--- src/hist_pkg.sv ---
`default_nettype none

package hist_pkg;

    localparam int BIN_W   = 4;  // 16 time bins per pixel
    localparam int PIX_W   = 2;  // up to 4 pixels
    localparam int COUNT_W = 8;

    typedef logic [BIN_W-1:0]   bin_t;
    typedef logic [PIX_W-1:0]   pix_t;
    typedef logic [COUNT_W-1:0] count_t;

    // hit tagged with its pixel, as seen by the bin table
    typedef struct packed {
        logic valid;
        pix_t pixel;
        bin_t bin;
        logic last;     // closes the frame
    } hist_hit_t;

    typedef struct packed {
        logic   valid;
        pix_t   pixel;
        bin_t   bin;
        logic   last;
        count_t count;  // count after increment
    } hist_update_t;

    typedef struct packed {
        pix_t   pixel;
        bin_t   bin;
        count_t count;
    } hist_peak_t;

endpackage

`default_nettype wire

--- src/hist_sequencer.sv ---
`timescale 1ns/100ps
`default_nettype none

module hist_sequencer #(
    parameter int NUM_PIXELS       = 4,
    parameter int HITS_PER_PIXEL   = 2,
    parameter int PASSES_PER_FRAME = 3
) (
    input  wire logic                clk,
    input  wire logic                combin_res,
    input  wire logic                hit_valid,
    input  wire hist_pkg::bin_t      hit_bin,
    output hist_pkg::hist_hit_t      hit
);

    localparam int IN_W   = (HITS_PER_PIXEL > 1) ? $clog2(HITS_PER_PIXEL) : 1;
    localparam int PASS_W = (PASSES_PER_FRAME > 1) ? $clog2(PASSES_PER_FRAME) : 1;

    logic [IN_W-1:0]   input_count;  // hits seen in current pixel
    hist_pkg::pix_t    pixel_count;
    logic [PASS_W-1:0] pass_count;

    logic input_last;
    logic pixel_last;
    logic pass_last;

    assign input_last = (input_count == IN_W'(HITS_PER_PIXEL - 1));
    assign pixel_last = (pixel_count == hist_pkg::PIX_W'(NUM_PIXELS - 1));
    assign pass_last  = (pass_count == PASS_W'(PASSES_PER_FRAME - 1));

    // tag the incoming hit with the pixel it belongs to
    always_comb begin
        hit.valid = hit_valid;
        hit.pixel = pixel_count;
        hit.bin   = hit_bin;
        hit.last  = hit_valid && input_last && pixel_last && pass_last;
    end

    // nested counters, inner one advances on every hit
    always_ff @(posedge clk or negedge combin_res) begin
        if (!combin_res) begin
            input_count <= '0;
            pixel_count <= '0;
            pass_count  <= '0;
        end else if (hit_valid) begin
            if (input_last) begin
                input_count <= '0;
                if (pixel_last) begin
                    pixel_count <= '0;
                    if (pass_last) begin
                        pass_count <= '0;  // frame complete
                    end else begin
                        pass_count <= pass_count + 1'b1;
                    end
                end else begin
                    pixel_count <= pixel_count + 1'b1;
                end
            end else begin
                input_count <= input_count + 1'b1;
            end
        end
    end

endmodule

`default_nettype wire

--- src/hist_bin_ram.sv ---
`timescale 1ns/100ps
`default_nettype none

module hist_bin_ram #(
    parameter int NUM_PIXELS = 4
) (
    input  wire logic                 clk,
    input  wire logic                 combin_res,
    input  wire hist_pkg::hist_hit_t  hit,
    output hist_pkg::hist_update_t    update
);

    localparam int NUM_BINS = 2 ** hist_pkg::BIN_W;

    hist_pkg::count_t bin_table [NUM_PIXELS][NUM_BINS];

    hist_pkg::count_t new_count;  // read-increment result

    logic             upd_valid;
    logic             upd_last;
    hist_pkg::pix_t   upd_pixel;
    hist_pkg::bin_t   upd_bin;
    hist_pkg::count_t upd_count;

    assign new_count = bin_table[hit.pixel][hit.bin] + 1'b1;

    always_ff @(posedge clk or negedge combin_res) begin
        if (!combin_res) begin
            for (int p = 0; p < NUM_PIXELS; p++) begin
                for (int b = 0; b < NUM_BINS; b++) begin
                    bin_table[p][b] <= '0;
                end
            end
        end else if (hit.valid && hit.last) begin
            // frame end wipes every histogram at once
            for (int p = 0; p < NUM_PIXELS; p++) begin
                for (int b = 0; b < NUM_BINS; b++) begin
                    bin_table[p][b] <= '0;
                end
            end
        end else if (hit.valid) begin
            bin_table[hit.pixel][hit.bin] <= new_count;
        end
    end

    always_ff @(posedge clk or negedge combin_res) begin
        if (!combin_res) begin
            upd_valid <= 1'b0;
            upd_last  <= 1'b0;
        end else begin
            upd_valid <= hit.valid;
            upd_last  <= hit.last;
        end
    end

    always_ff @(posedge clk) begin
        upd_pixel <= hit.pixel;
        upd_bin   <= hit.bin;
        upd_count <= new_count;  // also reported for the clearing hit
    end

    always_comb begin
        update.valid = upd_valid;
        update.pixel = upd_pixel;
        update.bin   = upd_bin;
        update.last  = upd_last;
        update.count = upd_count;
    end

endmodule

`default_nettype wire

--- src/hist_peak_finder.sv ---
`timescale 1ns/100ps
`default_nettype none

module hist_peak_finder #(
    parameter int NUM_PIXELS = 4
) (
    input  wire logic                    clk,
    input  wire logic                    combin_res,
    input  wire hist_pkg::hist_update_t  update,
    output logic                         peak_valid,
    output hist_pkg::hist_peak_t         peak
);

    typedef enum logic {
        ST_IDLE,
        ST_STREAM
    } state_t;

    state_t state;
    hist_pkg::pix_t ptr;  // pixel being streamed

    hist_pkg::count_t max_count [NUM_PIXELS];
    hist_pkg::bin_t   max_bin   [NUM_PIXELS];
    hist_pkg::count_t next_count [NUM_PIXELS];
    hist_pkg::bin_t   next_bin   [NUM_PIXELS];
    hist_pkg::count_t snap_count [NUM_PIXELS];
    hist_pkg::bin_t   snap_bin   [NUM_PIXELS];

    logic frame_end;

    assign frame_end = update.valid && update.last;

    // strictly greater only, so ties keep the earlier bin
    always_comb begin
        for (int p = 0; p < NUM_PIXELS; p++) begin
            next_count[p] = max_count[p];
            next_bin[p]   = max_bin[p];
            if (update.valid && update.pixel == hist_pkg::pix_t'(p)
                && update.count > max_count[p]) begin
                next_count[p] = update.count;
                next_bin[p]   = update.bin;
            end
        end
    end

    always_ff @(posedge clk or negedge combin_res) begin
        if (!combin_res) begin
            for (int p = 0; p < NUM_PIXELS; p++) begin
                max_count[p] <= '0;
                max_bin[p]   <= '0;
            end
        end else begin
            for (int p = 0; p < NUM_PIXELS; p++) begin
                max_count[p] <= frame_end ? '0 : next_count[p];
                max_bin[p]   <= frame_end ? '0 : next_bin[p];
            end
        end
    end

    always_ff @(posedge clk) begin
        if (frame_end) begin
            for (int p = 0; p < NUM_PIXELS; p++) begin
                snap_count[p] <= next_count[p];  // includes the final update
                snap_bin[p]   <= next_bin[p];
            end
        end
    end

    always_ff @(posedge clk or negedge combin_res) begin
        if (!combin_res) begin
            state <= ST_IDLE;
            ptr   <= '0;
        end else begin
            case (state)
                ST_IDLE: begin
                    ptr <= '0;
                    if (frame_end) begin
                        state <= ST_STREAM;
                    end
                end
                ST_STREAM: begin
                    if (ptr == hist_pkg::pix_t'(NUM_PIXELS - 1)) begin
                        state <= ST_IDLE;
                        ptr   <= '0;
                    end else begin
                        ptr <= ptr + 1'b1;
                    end
                end
                default: state <= ST_IDLE;
            endcase
        end
    end

    assign peak_valid = (state == ST_STREAM);

    always_comb begin
        peak.pixel = ptr;
        peak.bin   = snap_bin[ptr];
        peak.count = snap_count[ptr];
    end

endmodule

`default_nettype wire

--- src/hist_top.sv ---
`timescale 1ns/100ps
`default_nettype none

module hist_top #(
    parameter int NUM_PIXELS       = 4,
    parameter int HITS_PER_PIXEL   = 2,
    parameter int PASSES_PER_FRAME = 3
) (
    input  wire logic             clk,
    input  wire logic             combin_res,
    input  wire logic             hit_valid,
    input  wire hist_pkg::bin_t   hit_bin,
    output logic                  count_valid,
    output hist_pkg::count_t      bin_count,
    output logic                  frame_done,
    output logic                  bank,
    output logic                  peak_valid,
    output hist_pkg::hist_peak_t  peak
);

    hist_pkg::hist_hit_t    hit;
    hist_pkg::hist_update_t update;

    hist_sequencer #(
        .NUM_PIXELS       (NUM_PIXELS),
        .HITS_PER_PIXEL   (HITS_PER_PIXEL),
        .PASSES_PER_FRAME (PASSES_PER_FRAME)
    ) seq_i (
        .clk        (clk),
        .combin_res (combin_res),
        .hit_valid  (hit_valid),
        .hit_bin    (hit_bin),
        .hit        (hit)
    );

    hist_bin_ram #(
        .NUM_PIXELS (NUM_PIXELS)
    ) ram_i (
        .clk        (clk),
        .combin_res (combin_res),
        .hit        (hit),
        .update     (update)
    );

    hist_peak_finder #(
        .NUM_PIXELS (NUM_PIXELS)
    ) peak_i (
        .clk        (clk),
        .combin_res (combin_res),
        .update     (update),
        .peak_valid (peak_valid),
        .peak       (peak)
    );

    assign count_valid = update.valid;
    assign bin_count   = update.count;
    assign frame_done  = update.valid && update.last;

    // flips once per completed frame
    always_ff @(posedge clk or negedge combin_res) begin
        if (!combin_res) begin
            bank <= 1'b0;
        end else if (frame_done) begin
            bank <= ~bank;
        end
    end

endmodule

`default_nettype wire

--- config.mk ---
export PLATFORM = sky130hd
export DESIGN_NAME = hist_top
export DESIGN_NICKNAME = d
export VERILOG_FILES = /design/src/hist_pkg.sv /design/src/hist_sequencer.sv /design/src/hist_bin_ram.sv /design/src/hist_peak_finder.sv /design/src/hist_top.sv
export SDC_FILE = /design/constraint.sdc
export NUM_CORES = 1
export LEC_CHECK = 0
export ABC_AREA = 0
export BUFFER_PORTS_ARGS = -buffer_cell sky130_fd_sc_hd__buf_2
export CAP_MARGIN = 5
export CORE_MARGIN = 3
export CORE_UTILIZATION = 69
export DETAILED_ROUTE_END_ITERATION = 16
export PLACE_DENSITY = 0.86
export SLEW_MARGIN = 20
export SYNTH_ARGS = -nofsm -noshare
export SYNTH_HDL_FRONTEND = slang
export SYNTH_HIERARCHICAL = 1
export SYNTH_SLANG_ARGS = --single-unit
--- constraint.sdc ---
create_clock -name clk -period 10.5 [get_ports clk]
set_input_delay 1.05 -clock clk [delete_from_list [all_inputs] [get_ports clk]]
set_output_delay 1.05 -clock clk [all_outputs]
set_load 0.02 [all_outputs]
==> impl_metrics.yaml <==
sta:
  rel_slew_slack: 0.1217
  max_freq_mhz: 148.8
  fin_worst_skew_ps: 27.38
  timing.final.hold_violations: 0
  period_share: 0.6402
  max_slew.worst_pin.slew_ps: 1314
  finalWorstPathRequiredPeriod_ps: 6722
  final_worst_hold_slack_ps: 468.1
  grt_setup_unrepaired: "false"
  timing.setup.tns_ps: 0
  setup_violations: 0
  maxSlewViolCount: 0
cells_and_area:
  area_growth_syn_to_layout_pct: 8.034
  final_design_area_no_fill_um2: 33560
  insertedDiodeCount: 0
  fillers: 2642
  drive_gt1_frac: 0.1650
  final_nets: 2791
  final_core_util: 0.7574
  layout.cells.non_filler: 3392
detailed_routing:
  route.vias.total: 25192
  drt_iter0_markers: 3907
  ant_nets: 0
  wl_per_instance_um: 27.62
  drt_pass1_iterations: 7
  finalWirelength_mm: 93.70
  route.detailed.drc: 0
  detail_route.vias_per_cell: 7.427
synth:
  synth_top_family_by_area: "compound AO/OA/AOI/OAI gates"
  synth_edf_count: 48
  ys_dominant_reg_cell: "dfrtp_1"
  syn_area_um2: 31070
  yosys_register_bits: 633
  synth_mux_area_frac: 0.1412
  number_of_nets_in_the_synthesized_netlist: 2871
  synth_adder_area_share: 0.01410
  post_synthesis_compound_gate_area_fraction: 0.1562
  ffs_w_async_s_r_synth: 0.9021
  synth-seq-area-share: 0.5153
  yosysWarnings: 6
  synth_cell_type_count: 68
  gate_count_post_synth: 2829
  post_synth_xor_area_fraction: 0.001651
  synth.top_cells.by_area: "dfrtp_1 (46%), mux4_2 (10%), nand2_1 (7.2%)"
  yosys.area_share.simple: 0.1318
  avgSynthCellArea_um2: 10.98
  synth_top_area_share: 0.4599
  synthDominantAreaCellType: "dfrtp_1"
place:
  placed_cells_incl_taps: 3278
  io_buffers: 32
  finalWeightedCongestion: 1.022
  dpl.hpwl_mm: 57.18
  total_cell_area_at_the_placement_stage_um2: 31360
worst_setup_path:
  worst_setup_path_start_kind: "input pin"
  critPathCaptureType: "register"
  required_ps: 10980
  critical_path_class: "in2reg"
  critical_path.max_fanout: 65
  cp_data_arrival_time_ps: 7200
power:
  power.net_switching_uw: 2687
  power.combinational.fraction: 0.281
  power-per-cell-area_nw_per_um2: 233.2
  total_leakage_power_uw: 0.01450
  netSwitchingFraction: 0.3433
  p_int_uw: 5139
  vdd_drop_max_mv: 0.1852
  share_seq_of_total_power: 0.414
  p_clk_frac: 0.305
grt:
  maximum_number_of_pins_on_one_net_before_global_route_repair: 176
  grt_antenna_before_repair: 3
  vias_in_the_first_global_route: 25728
  global_route.usage.total: 0.3978
  grt_pass1_wl_mm: 145.8
  grt.overflow.total: 0
clocking:
  cts_resized: 0
  clk_path_buf_depth: 3
  hold_buffers: 0
  clock_sinks: 633
  cts_htree_levels: 2
  clock_latency_reported_for_the_late_side_of_the_worst_skew_pair_ps: 650
  cts_tree: "yes"
  cts.clk_slew.worst_paths_ps: 60
  tritoncts.num_buffers: 61
  cts_setup_buffers: 0
  clk_root_buffer_cell: "clkbuf_16"
floorplan:
  pin_count: 33
  initial_utilization: 0.7010
  placeableCoreArea_um2: 44320
  die_footprint_um2: 47610
  die_h_um: 218.2
  rows: 77
  chipWidth_um: 218.2
worst_hold_path:
  worstHoldPathType: "in2async"
job:
  max_cap_viol_count: 0
outcome:
  run_status: "finished clean"
==> state kept, by name, summed over array words and instances, names as in the netlist <==
register,flops
peak_i/max_count,32
ram_i/upd_count,8
seq_i/input_count,1
ram_i/upd_last,1
ram_i/upd_valid,1
peak_i/ptr,2
peak_i/snap_bin,16
ram_i/upd_bin,4
peak_i/peak_valid,1
seq_i/pass_count,2
ram_i/bin_table,512
seq_i/pixel_count,2
peak_i/max_bin,16
peak_i/snap_count,32
ram_i/upd_pixel,2
bank,1
==> cell usage after synthesis, types with 3 or more instances <==
master,n
nand2_1,599
dfrtp_1,571
nor2_1,214
o21ai_0,187
mux4_2,138
a22o_1,129
clkbuf_1,117
o31ai_1,79
nand4_1,77
o21ai_1,73
o211ai_1,68
mux2i_1,65
o31ai_2,50
buf_2,49
a22oi_1,48
edfxtp_1,48
mux2_2,43
inv_1,36
ha_1,35
buf_1,22
a21oi_1,20
buf_4,16
dfxtp_1,14
nor2b_1,14
buf_6,11
mux2_4,8
nand2b_1,8
nand3_1,8
buf_8,6
nor4b_1,6
nor4bb_1,6
and4b_1,5
nor3_1,4
a211o_1,3
nor3b_1,3
or2_2,3
or4_1,3
==> through the flow <==
| stage | setup slack, ps | power (uW) |
|---|---|---|
| after floorplan | 6263 | 4687 |
| final | 3778 | 7826 |
| after CTS | 4074 | 7730 |
| after global routing | 3566 | 8071 |
| after detailed placement | 3492 | 5353 |
| after global placement | 3817 | 5223 |
==> logic make-up after synthesis <==
| logic type | Yosys count |
|---|---|
| multiplexers | 256 |
| AO/OA/AOI/OAI | 677 |
| buffers and inverters | 257 |
| XOR/XNOR | 5 |
| flip-flops | 633 |
| adder cells (fa/ha/maj) | 35 |
| AND/OR/NAND/NOR | 966 |
==> layout by cell type (no fill, tap or decap), types with 48 or more instances in the layout <==
cell type,Yosys,final
nand4_1,77,77
mux2i_1,65,65
o21ai_0,187,187
edfxtp_1,48,48
o21ai_1,73,73
a22oi_1,48,48
mux4_2,138,138
nor2_1,214,211
o31ai_2,50,50
nand2_1,599,598
o211ai_1,68,68
clkbuf_16,0,63
dfrtp_1,571,569
o31ai_1,79,79
a22o_1,129,129
==> worst paths after layout <==
check | from | endpoint | slack [ps] | cells after the start
worst max-delay path | hit_bin[0] | ram_i/bin_table[30]$_DFFE_PN0P_ | 3780 | 13
worst max register to register | seq_i/pixel_count[0]$_DFFE_PN0N_ | ram_i/bin_table[30]$_DFFE_PN0P_ | 3800 | 13
worst min register to register | ram_i/bin_table[237]$_DFFE_PN0P_ | ram_i/bin_table[237]$_DFFE_PN0P_ | 480 | 2
max in group asynchronous | combin_res | ram_i/bin_table[501]$_DFFE_PN0P_ | 7710 | 3
worst min-delay path | combin_res | peak_i/ptr[0]$_DFF_PN0_ | 470 | 1
min in group clk | ram_i/bin_table[237]$_DFFE_PN0P_ | ram_i/bin_table[237]$_DFFE_PN0P_ | 480 | 2
==> cell type report <==
cell class / instances / area (um^2) / area share
Sequential cell: 633 / 16020 / 0.4772
Tap cell: 592 / 740.7 / 0.02207
Timing Repair Buffer: 78 / 553.0 / 0.01648
Clock inverter: 33 / 436.7 / 0.01301
Inverter: 36 / 135.1 / 0.004026
Multi-Input combinational cell: 1939 / 13940 / 0.4152
Clock buffer: 81 / 1744 / 0.05196
==> power by group through the flow <==
stage	clock [uW]	sequential, uW	combinational (uW)
after global placement	0	3230	2000
final	2390	3240	2200
after global routing	2500	3280	2290
after floorplan	0	3100	1590
after CTS	2390	3230	2110
after detailed placement	0	3260	2090
==> routing by layer <==
layer | wire, um | global-route usage
met1 | 30950 | 0.4914
met2 | 42790 | 0.6181
met3 | 12810 | 0.1264
met4 | 7135 | 0.2418
met5 | 23 | 0.003125
==> critical path, stage by stage <==
cell      delay (ps)
buf_2            630
nor2b_1          970
a22oi_1          140
a21oi_1          300
nor4_2           110
inv_2            790
ha_2             370
inv_1             80
nor2_4           720
buf_4            550
and3_2           580
buf_4            570
o211ai_1         230
No activity file was read; power rests on OpenSTA's default activity.
